[src/ao_periph_config.svh]
//----------------------------------------------------------------------
// Bus widths, address map and register offsets of the AO peripherals
//----------------------------------------------------------------------
`ifndef AO_PERIPH_CONFIG_SVH
`define AO_PERIPH_CONFIG_SVH

// Register bus
`define AO_ADDR_W 32
`define AO_DATA_W 32

// Upper half-word shared by every AO address
`define AO_BASE_HI 16'h2000
`define AO_IDX_W 4
`define AO_OFS_W 12

// Peripheral slots
`define AO_IDX_SOC_CTRL 4'd0
`define AO_IDX_FAST_INTR 4'd1
`define AO_IDX_GPIO 4'd2

`define FAST_INTR_W 15
`define GPIO_W 8

// SoC control registers
`define SOC_EXIT_VALID_OFS 12'h000
`define SOC_EXIT_VALUE_OFS 12'h004
`define SOC_BOOT_SEL_OFS 12'h008

// Fast interrupt controller registers
`define FI_PENDING_OFS 12'h000
`define FI_CLEAR_OFS 12'h004
`define FI_ENABLE_OFS 12'h008

// GPIO registers
`define GPIO_IN_OFS 12'h000
`define GPIO_OUT_OFS 12'h004
`define GPIO_EN_OFS 12'h008
`define GPIO_INTR_EN_OFS 12'h00c

`endif

[src/ao_periph_pkg.sv]
//----------------------------------------------------------------------
// Register bus request and response structs
// Address union with a flat and a decoded view
//----------------------------------------------------------------------
`include "ao_periph_config.svh"

package ao_periph_pkg;

  // Decoded view of a bus address
  typedef struct packed {
    logic [`AO_ADDR_W-`AO_IDX_W-`AO_OFS_W-1:0] base_hi;
    logic [`AO_IDX_W-1:0]                      idx;
    logic [`AO_OFS_W-1:0]                      ofs;
  } ao_addr_fields_t;

  typedef union packed {
    logic [`AO_ADDR_W-1:0] word;
    ao_addr_fields_t       fld;
  } ao_addr_u;

  // Request, valid is a level and ready comes back in the same cycle
  typedef struct packed {
    ao_addr_u              addr;
    logic                  write;
    logic [`AO_DATA_W-1:0] wdata;
    logic                  valid;
  } reg_req_t;

  typedef struct packed {
    logic [`AO_DATA_W-1:0] rdata;
    logic                  error;
    logic                  ready;
  } reg_rsp_t;

endpackage

[src/ao_reg_demux.sv]
//----------------------------------------------------------------------
// Address decoder and request demux for the AO peripherals
// Response mux and error response for unmapped addresses
//----------------------------------------------------------------------
`timescale 1ns/1ns
`include "ao_periph_config.svh"

module ao_reg_demux (
  input  ao_periph_pkg::reg_req_t bus_req_i,
  output ao_periph_pkg::reg_rsp_t bus_rsp_o,
  output ao_periph_pkg::reg_req_t soc_req_o,
  input  ao_periph_pkg::reg_rsp_t soc_rsp_i,
  output ao_periph_pkg::reg_req_t fi_req_o,
  input  ao_periph_pkg::reg_rsp_t fi_rsp_i,
  output ao_periph_pkg::reg_req_t gpio_req_o,
  input  ao_periph_pkg::reg_rsp_t gpio_rsp_i
);
  import ao_periph_pkg::*;

  logic     base_ok;
  logic     sel_soc;
  logic     sel_fi;
  logic     sel_gpio;
  logic     mapped;
  reg_rsp_t err_rsp;

  // Upper bits must hit the AO window before any index counts
  assign base_ok  = (bus_req_i.addr.fld.base_hi == `AO_BASE_HI);
  assign sel_soc  = bus_req_i.valid && base_ok &&
                    (bus_req_i.addr.fld.idx == `AO_IDX_SOC_CTRL);
  assign sel_fi   = bus_req_i.valid && base_ok &&
                    (bus_req_i.addr.fld.idx == `AO_IDX_FAST_INTR);
  assign sel_gpio = bus_req_i.valid && base_ok &&
                    (bus_req_i.addr.fld.idx == `AO_IDX_GPIO);
  assign mapped   = sel_soc | sel_fi | sel_gpio;

  // Same request to all slots, only the selected one sees valid
  always_comb begin
    soc_req_o        = bus_req_i;
    soc_req_o.valid  = sel_soc;
    fi_req_o         = bus_req_i;
    fi_req_o.valid   = sel_fi;
    gpio_req_o       = bus_req_i;
    gpio_req_o.valid = sel_gpio;
  end

  // Unmapped access completes at once with an error
  assign err_rsp.rdata = '0;
  assign err_rsp.error = bus_req_i.valid & ~mapped;
  assign err_rsp.ready = bus_req_i.valid;

  always_comb begin
    if (sel_soc) begin
      bus_rsp_o = soc_rsp_i;
    end else if (sel_fi) begin
      bus_rsp_o = fi_rsp_i;
    end else if (sel_gpio) begin
      bus_rsp_o = gpio_rsp_i;
    end else begin
      bus_rsp_o = err_rsp;
    end
  end

endmodule

[src/soc_ctrl.sv]
//----------------------------------------------------------------------
// SoC control registers with exit value, exit flag and boot select
//----------------------------------------------------------------------
`timescale 1ns/1ns
`include "ao_periph_config.svh"

module soc_ctrl (
  input  logic                    clk_i,
  input  logic                    rst_n_i,
  input  ao_periph_pkg::reg_req_t reg_req_i,
  output ao_periph_pkg::reg_rsp_t reg_rsp_o,
  input  logic                    boot_select_i,
  output logic                    exit_valid_o,
  output logic [`AO_DATA_W-1:0]   exit_value_o
);
  import ao_periph_pkg::*;

  reg_rsp_t rsp;
  logic     wr_en;

  assign wr_en = reg_req_i.valid & reg_req_i.write;

  always_ff @(posedge clk_i) begin
    if (!rst_n_i) begin
      exit_valid_o <= 1'b0;
      exit_value_o <= '0;
    end else if (wr_en) begin
      case (reg_req_i.addr.fld.ofs)
        `SOC_EXIT_VALID_OFS: exit_valid_o <= reg_req_i.wdata[0];
        `SOC_EXIT_VALUE_OFS: exit_value_o <= reg_req_i.wdata;
        default: ;
      endcase
    end
  end

  // Reads come straight from register state
  always_comb begin
    rsp       = '0;
    rsp.ready = reg_req_i.valid;
    if (reg_req_i.valid) begin
      case (reg_req_i.addr.fld.ofs)
        `SOC_EXIT_VALID_OFS: rsp.rdata[0] = exit_valid_o;
        `SOC_EXIT_VALUE_OFS: rsp.rdata = exit_value_o;
        // Pin level only, a write here does nothing
        `SOC_BOOT_SEL_OFS:   rsp.rdata[0] = boot_select_i;
        default:             rsp.error = 1'b1;
      endcase
    end
  end

  assign reg_rsp_o = rsp;

endmodule

[src/fast_intr_ctrl.sv]
//----------------------------------------------------------------------
// Fast interrupt controller with sticky pending bits and enable mask
//----------------------------------------------------------------------
`timescale 1ns/1ns
`include "ao_periph_config.svh"

module fast_intr_ctrl (
  input  logic                    clk_i,
  input  logic                    rst_n_i,
  input  ao_periph_pkg::reg_req_t reg_req_i,
  output ao_periph_pkg::reg_rsp_t reg_rsp_o,
  input  logic [`FAST_INTR_W-1:0] fast_intr_i,
  output logic [`FAST_INTR_W-1:0] fast_intr_o
);
  import ao_periph_pkg::*;

  logic [`FAST_INTR_W-1:0] pending_q;
  logic [`FAST_INTR_W-1:0] enable_q;
  logic [`FAST_INTR_W-1:0] clr_mask;
  logic                    wr_en;
  reg_rsp_t                rsp;

  assign wr_en = reg_req_i.valid & reg_req_i.write;

  // Write-one-to-clear mask
  always_comb begin
    clr_mask = '0;
    if (wr_en && (reg_req_i.addr.fld.ofs == `FI_CLEAR_OFS)) begin
      clr_mask = reg_req_i.wdata[`FAST_INTR_W-1:0];
    end
  end

  always_ff @(posedge clk_i) begin
    if (!rst_n_i) begin
      pending_q <= '0;
      enable_q  <= '0;
    end else begin
      // A live input beats a clear of the same bit
      pending_q <= (pending_q & ~clr_mask) | fast_intr_i;
      if (wr_en && (reg_req_i.addr.fld.ofs == `FI_ENABLE_OFS)) begin
        enable_q <= reg_req_i.wdata[`FAST_INTR_W-1:0];
      end
    end
  end

  assign fast_intr_o = pending_q & enable_q;

  always_comb begin
    rsp       = '0;
    rsp.ready = reg_req_i.valid;
    if (reg_req_i.valid) begin
      case (reg_req_i.addr.fld.ofs)
        `FI_PENDING_OFS: rsp.rdata[`FAST_INTR_W-1:0] = pending_q;
        // Clear is write-only
        `FI_CLEAR_OFS:   rsp.rdata = '0;
        `FI_ENABLE_OFS:  rsp.rdata[`FAST_INTR_W-1:0] = enable_q;
        default:         rsp.error = 1'b1;
      endcase
    end
  end

  assign reg_rsp_o = rsp;

endmodule

[src/gpio_ao.sv]
//----------------------------------------------------------------------
// GPIO port with output, enable, synchronized input and level interrupts
//----------------------------------------------------------------------
`timescale 1ns/1ns
`include "ao_periph_config.svh"

module gpio_ao (
  input  logic                    clk_i,
  input  logic                    rst_n_i,
  input  ao_periph_pkg::reg_req_t reg_req_i,
  output ao_periph_pkg::reg_rsp_t reg_rsp_o,
  input  logic [`GPIO_W-1:0]      cio_gpio_i,
  output logic [`GPIO_W-1:0]      cio_gpio_o,
  output logic [`GPIO_W-1:0]      cio_gpio_en_o,
  output logic [`GPIO_W-1:0]      intr_gpio_o
);
  import ao_periph_pkg::*;

  logic [`GPIO_W-1:0] sync_q1;
  logic [`GPIO_W-1:0] sync_q2;
  logic [`GPIO_W-1:0] out_q;
  logic [`GPIO_W-1:0] en_q;
  logic [`GPIO_W-1:0] intr_en_q;
  logic               wr_en;
  reg_rsp_t           rsp;

  assign wr_en = reg_req_i.valid & reg_req_i.write;

  // Two-flop synchronizer on the pad inputs
  always_ff @(posedge clk_i) begin
    if (!rst_n_i) begin
      sync_q1 <= '0;
      sync_q2 <= '0;
    end else begin
      sync_q1 <= cio_gpio_i;
      sync_q2 <= sync_q1;
    end
  end

  always_ff @(posedge clk_i) begin
    if (!rst_n_i) begin
      out_q     <= '0;
      en_q      <= '0;
      intr_en_q <= '0;
    end else if (wr_en) begin
      case (reg_req_i.addr.fld.ofs)
        `GPIO_OUT_OFS:     out_q <= reg_req_i.wdata[`GPIO_W-1:0];
        `GPIO_EN_OFS:      en_q <= reg_req_i.wdata[`GPIO_W-1:0];
        `GPIO_INTR_EN_OFS: intr_en_q <= reg_req_i.wdata[`GPIO_W-1:0];
        default: ;
      endcase
    end
  end

  assign cio_gpio_o    = out_q;
  assign cio_gpio_en_o = en_q;
  // Level interrupt per pin
  assign intr_gpio_o   = sync_q2 & intr_en_q;

  always_comb begin
    rsp       = '0;
    rsp.ready = reg_req_i.valid;
    if (reg_req_i.valid) begin
      case (reg_req_i.addr.fld.ofs)
        `GPIO_IN_OFS:      rsp.rdata[`GPIO_W-1:0] = sync_q2;
        `GPIO_OUT_OFS:     rsp.rdata[`GPIO_W-1:0] = out_q;
        `GPIO_EN_OFS:      rsp.rdata[`GPIO_W-1:0] = en_q;
        `GPIO_INTR_EN_OFS: rsp.rdata[`GPIO_W-1:0] = intr_en_q;
        default:           rsp.error = 1'b1;
      endcase
    end
  end

  assign reg_rsp_o = rsp;

endmodule

[src/ao_peripheral_subsystem.sv]
//----------------------------------------------------------------------
// Always-on peripheral block with bus decode and three peripherals
//----------------------------------------------------------------------
`timescale 1ns/1ns
`include "ao_periph_config.svh"

module ao_peripheral_subsystem (
  input  logic                    clk_i,
  input  logic                    rst_n_i,

  input  ao_periph_pkg::reg_req_t bus_req_i,
  output ao_periph_pkg::reg_rsp_t bus_rsp_o,

  // SoC control
  input  logic                    boot_select_i,
  output logic                    exit_valid_o,
  output logic [`AO_DATA_W-1:0]   exit_value_o,

  // Fast interrupts
  input  logic [`FAST_INTR_W-1:0] fast_intr_i,
  output logic [`FAST_INTR_W-1:0] fast_intr_o,

  // GPIO pads
  input  logic [`GPIO_W-1:0]      cio_gpio_i,
  output logic [`GPIO_W-1:0]      cio_gpio_o,
  output logic [`GPIO_W-1:0]      cio_gpio_en_o,
  output logic [`GPIO_W-1:0]      intr_gpio_o
);
  import ao_periph_pkg::*;

  reg_req_t soc_req;
  reg_rsp_t soc_rsp;
  reg_req_t fi_req;
  reg_rsp_t fi_rsp;
  reg_req_t gpio_req;
  reg_rsp_t gpio_rsp;

  ao_reg_demux ao_reg_demux_inst (
    .bus_req_i  (bus_req_i),
    .bus_rsp_o  (bus_rsp_o),
    .soc_req_o  (soc_req),
    .soc_rsp_i  (soc_rsp),
    .fi_req_o   (fi_req),
    .fi_rsp_i   (fi_rsp),
    .gpio_req_o (gpio_req),
    .gpio_rsp_i (gpio_rsp)
  );

  soc_ctrl soc_ctrl_inst (
    .clk_i         (clk_i),
    .rst_n_i       (rst_n_i),
    .reg_req_i     (soc_req),
    .reg_rsp_o     (soc_rsp),
    .boot_select_i (boot_select_i),
    .exit_valid_o  (exit_valid_o),
    .exit_value_o  (exit_value_o)
  );

  fast_intr_ctrl fast_intr_ctrl_inst (
    .clk_i       (clk_i),
    .rst_n_i     (rst_n_i),
    .reg_req_i   (fi_req),
    .reg_rsp_o   (fi_rsp),
    .fast_intr_i (fast_intr_i),
    .fast_intr_o (fast_intr_o)
  );

  gpio_ao gpio_ao_inst (
    .clk_i         (clk_i),
    .rst_n_i       (rst_n_i),
    .reg_req_i     (gpio_req),
    .reg_rsp_o     (gpio_rsp),
    .cio_gpio_i    (cio_gpio_i),
    .cio_gpio_o    (cio_gpio_o),
    .cio_gpio_en_o (cio_gpio_en_o),
    .intr_gpio_o   (intr_gpio_o)
  );

endmodule

[config.mk]
export PLATFORM = sky130hd
export DESIGN_NAME = ao_peripheral_subsystem
export DESIGN_NICKNAME = d
export VERILOG_FILES = /design/src/ao_periph_pkg.sv /design/src/ao_reg_demux.sv /design/src/soc_ctrl.sv /design/src/fast_intr_ctrl.sv /design/src/gpio_ao.sv /design/src/ao_peripheral_subsystem.sv
export VERILOG_INCLUDE_DIRS = /design/src
export SDC_FILE = /design/constraint.sdc
export NUM_CORES = 1
export LEC_CHECK = 0
export BUFFER_PORTS_ARGS = -buffer_cell sky130_fd_sc_hd__buf_2
export CELL_PAD_IN_SITES_DETAIL_PLACEMENT = 1
export CELL_PAD_IN_SITES_GLOBAL_PLACEMENT = 1
export CORE_UTILIZATION = 36
export CTS_CLUSTER_SIZE = 14
export DETAILED_ROUTE_END_ITERATION = 10
export PLACE_DENSITY_LB_ADDON = 0.1
export SKIP_LAST_GASP = 1
export SLEW_MARGIN = 20
export SYNTH_ARGS = -nofsm -noshare
export SYNTH_HDL_FRONTEND = slang
export SYNTH_SLANG_ARGS = --single-unit
[constraint.sdc]
create_clock -name clk_i -period 2.2 [get_ports clk_i]
set_clock_uncertainty 0.2 [all_clocks]
set_input_delay 0 -clock clk_i [delete_from_list [all_inputs] [get_ports clk_i]]
set_output_delay 0 -clock clk_i [all_outputs]
set_load 0.05 [all_outputs]
==> impl_summary.log <==
INFO  metric hold_path_startpoint = bus_req_i[64]
INFO  metric post-route-min-period = 2062 ps
INFO  metric first_global_vias = 5035
INFO  metric first_iter_violations = 237
INFO  metric clock-root-buffer = clkbuf_16
INFO  metric fin_nets = 854
INFO  metric top_area_cell_type_share_of_the_netlist_area = 42.31%
INFO  metric synth_warnings = 0
INFO  metric final_hold_viol_count = 0
INFO  metric worst_path_largest_cell_delay = 500 ps
INFO  metric transition_time_of_the_tightest_slew_check_pin = 515.3 ps
INFO  metric post_cts.repair.setup_buffers = 0
INFO  metric avgSynthCellArea = 9.689 um2
INFO  metric crit_path_cell_trace = mux4_2 -> nor3b_2 -> a221o_1 -> buf_2
INFO  metric hold-path-cell-count = 5
INFO  metric layout-drive-gt1-share = 34.81%
INFO  metric antenna-diode-count = 0
INFO  metric drtAntennaViolNets = 0
INFO  metric synth_seq_area_share = 42.31%
INFO  metric synth_mux_area_share = 21.95%
INFO  metric ys_types = 37
INFO  metric design.portCount = 198
INFO  metric min_delay_worst_endpoint = soc_ctrl_inst.exit_valid_o
INFO  metric grt_max_degree = 50
INFO  metric placement.io_buffers = 197
INFO  metric timing.critical_path.required = 2000 ps
INFO  metric static-leakage-power = 3.231 nW
INFO  metric core = 13240 um2
INFO  metric dr_wl_met2 = 7727 um
INFO  metric p_sw = 0.0009030 W
INFO  metric rr_worst_depth = 3
INFO  metric fp-row-count = 42
INFO  metric cts-htree-levels = 3
INFO  metric syn-instance-count = 503
INFO  metric routed_wirelength = 15800 um
INFO  metric gpl.final_weighted_congestion = 0.8028
INFO  metric worst_path_max_delay_cell = mux4_2
INFO  metric initial_utilization = 36.80%
INFO  metric report.final.slew_viol_count = 0
INFO  metric synth-seq-cells = 103
INFO  metric cts_buffers = 9
INFO  metric first_pass_grt_wire_length = 25530 um
INFO  metric power.share.combinational = 9.9%
INFO  metric crit_path_start_kind = flip-flop
INFO  metric floorplan.die.width = 118.4 um
INFO  metric dieArea = 14010 um2
INFO  metric reg2reg_to = fast_intr_ctrl_inst.pending_q[3]
INFO  metric tritoncts_num_sinks = 103
INFO  metric setup_ws = 138.4 ps
INFO  metric post-layout-total-power = 0.004071 W
INFO  metric arithmetic_cell_share_of_the_synthesized_area_counting_full_adders_half_adders_and_majority_gates = 0%
INFO  metric timing.slew.headroom = 65.65%
INFO  metric regToRegSetupSlack = 640 ps
INFO  metric seqPwrFrac = 47.0%
INFO  metric dp_hpwl = 11010 um
INFO  metric fill_cells = 1564
INFO  metric globalRouteTotalUtil = 23.21%
INFO  metric worst-setup-path-type = flip-flop to primary output
INFO  metric swShare = 22.18%
INFO  metric nature_of_the_critical_path_endpoint = primary output
INFO  metric min_path_type = input pin to flip-flop
INFO  metric rr_startpoint = fast_intr_ctrl_inst.pending_q[3]
INFO  metric main_combinational_cell_family_by_area_after_synthesis = simple AND/OR/NAND/NOR gates
INFO  metric xor_xnor_share_of_the_synthesized_area = 0%
INFO  metric grt_antenna_before_repair = 0
INFO  metric status = completed
INFO  metric tritoncts_clock_tree = built
INFO  metric met3WireLength = 834 um
INFO  metric rsz_0062_raised_after_global_routing = no
INFO  metric drt_drc = 0
INFO  metric dr_total_vias = 4662
INFO  metric firstDrtPassIters = 6
INFO  metric pre_cts_slack = 130.9 ps
INFO  metric flow.area_growth_from_synthesis = 46.55%
INFO  metric timing.critical_path.arrival = 1860 ps
INFO  metric mappedNetlistNets = 595
INFO  metric clock.fmax = 485.1 MHz
INFO  metric detailed_route_wire_length_per_cell = 16.75 um
INFO  metric post_synthesis_cell_area = 4873 um2
INFO  metric pwr_density_cell = 570.1 nW/um2
INFO  metric worstPathMaxFanout = 3
INFO  metric floorplan.die.height = 118.4 um
INFO  metric maxUsedRoutingLayer = met4
INFO  metric ys_top_cells_by_area = dfxtp_1 42%, mux2i_1 17%, nand2_1 8.4%, and2_1 7.2%, mux4_2 3.7%
INFO  metric vdd_drop_max = 348.6 uV
INFO  metric max-cap-violations = 0
INFO  metric post-synth-top-area-cell = dfxtp_1
INFO  metric p_int = 0.003168 W
INFO  metric report.final.setup_viol = 0
INFO  metric final_min_period_over_clock_period = 93.71%
INFO  metric cts-root-to-sink-buffers = 2
INFO  metric detail_route.wirelength.met1 = 6991 um
INFO  metric yosys.area_share.simple = 23.67%
INFO  metric vias_per_cell = 4.944
INFO  metric clk_pin_slew_worst_paths = 70 ps
INFO  metric global_route.overflow_total = 0
INFO  metric synth_compound_area_share = 7.651%
INFO  metric clock_insertion_delay_worst_skew = 350 ps
INFO  metric p_clk_share = 43.0%
## worst max-delay path by stage
stage,startpoint,to,slack [ps],cells past startpoint
global route,bus_req_i[51],fast_intr_ctrl_inst.pending_q[3],40,8
floorplan,bus_req_i[60],bus_rsp_o[10],-60,5
finish,gpio_ao_inst.cio_gpio_en_o[6],bus_rsp_o[8],140,4
global placement,bus_req_i[46],bus_rsp_o[7],180,6
detailed placement,bus_req_i[52],bus_rsp_o[13],130,6
CTS,rst_n_i,fast_intr_ctrl_inst.pending_q[12],110,6
## layout make-up
cell class / instances / area [um2] / area share (%)
multi-input combinational: 350 / 2630 / 36.83
timing repair buffer: 282 / 1844 / 25.82
inverter: 16 / 60.06 / 0.8409
sequential: 103 / 2062 / 28.87
clock buffer: 13 / 260.3 / 3.644
clock inverter: 3 / 65.06 / 0.9110
tap: 176 / 220.2 / 3.083
## sequential cells by signal (all words and copies together) (netlist names)
name and count:
fast_intr_ctrl_inst.enable_q 15, gpio_ao_inst.intr_en_q 8, soc_ctrl_inst.exit_valid_o 1, fast_intr_ctrl_inst.pending_q 15, gpio_ao_inst.sync_q1 8, gpio_ao_inst.cio_gpio_o 8
soc_ctrl_inst.exit_value_o 32, gpio_ao_inst.cio_gpio_en_o 8, gpio_ao_inst.sync_q2 8
## repair_timing
item,CTS,global route
hold buffers,64,0
setup endpoints to repair,0,11
gates resized for setup,0,5
endpoints found under the hold margin,96,0
## worst max-delay path, delay by kind of cell, from the launching register on
family / cells / cell delay, ps
compound gates: 1 / 290
simple gates: 1 / 190
mux: 1 / 500
buf+inv: 1 / 220
flops: 1 / 330
## metrics by stage
stage | hold slack, ps | utilization [%] | cell area, um2 | setup TNS (ps) | std cells
floorplan | -78.29 | - | 4873 | -390.1 | 503
global placement | 4.090 | 46.45 | 6151 | 0 | 863
detailed placement | 4.948 | 46.45 | 6151 | 0 | 863
CTS | 19.18 | 53.74 | 7117 | 0 | 943
global route | 65.27 | 53.93 | 7142 | 0 | 943
finish | 35.08 | 53.93 | 7142 | 0 | 943
## synthesized netlist by cell type (all sizes together)
cell	instances
o21ai	18
a21oi	1
nor3b	8
and2	56
nand4	4
buf	13
nand2	109
mux2	7
a41oi	15
nor3	6
mux4	8
dfxtp	103
nor4b	3
nand3b	4
clkbuf	21
nor4	7
nand3	1
o2bb2ai	7
and3b	1
a221o	7
o21a	1
or4	1
nor2	2
mux2i	81
inv	16
o211ai	1
and4	2
## power by group through the flow
stage | combinational (W) | clock (W) | sequential, W
after floorplan | 0.000154 | 0 | 0.00195
after global placement | 0.000295 | 0 | 0.00195
after detailed placement | 0.000304 | 0 | 0.00196
after CTS | 0.000398 | 0.00179 | 0.00191
after global routing | 0.000441 | 0.00186 | 0.00192
final | 0.000404 | 0.00175 | 0.00191
## routing by layer
metal | track usage [%] | up-vias
met1 | 28.74 | 2242
met2 | 40.15 | 136
met5 | 0 | -
met3 | 4.681 | 17
met4 | 7.532 | 0
li1 | - | 2267
## cells by family after synthesis
family	after synthesis
flops	103
mux	96
compound gates	50
simple gates	204
buf+inv	50
## cell usage in the layout (no fill, tap or decap), types with 2 or more instances in the layout
master | synthesis | layout
buf_2 | 7 | 196
nand2_1 | 109 | 109
dfxtp_1 | 103 | 103
mux2i_1 | 81 | 81
dlygate4sd3_1 | 0 | 64
and2_1 | 56 | 56
o21ai_0 | 18 | 18
inv_1 | 16 | 16
buf_4 | 3 | 16
a41oi_1 | 15 | 15
clkbuf_16 | 0 | 9
mux4_2 | 8 | 8
o2bb2ai_1 | 7 | 7
mux2_2 | 7 | 7
a221o_1 | 7 | 7
nor3b_1 | 8 | 6
nand3b_1 | 4 | 4
buf_12 | 0 | 4
nor4_2 | 4 | 3
nor4_4 | 2 | 3
nand4_2 | 3 | 3
nor3_2 | 3 | 3
nor3_4 | 2 | 3
nor2_1 | 2 | 2
nor3b_2 | 0 | 2
and4_1 | 2 | 2
clkbuf_1 | 21 | 2
bufinv_16 | 0 | 2
clkbuf_8 | 0 | 2
buf_6 | 1 | 2
No activity file was read; power rests on OpenSTA's default activity.
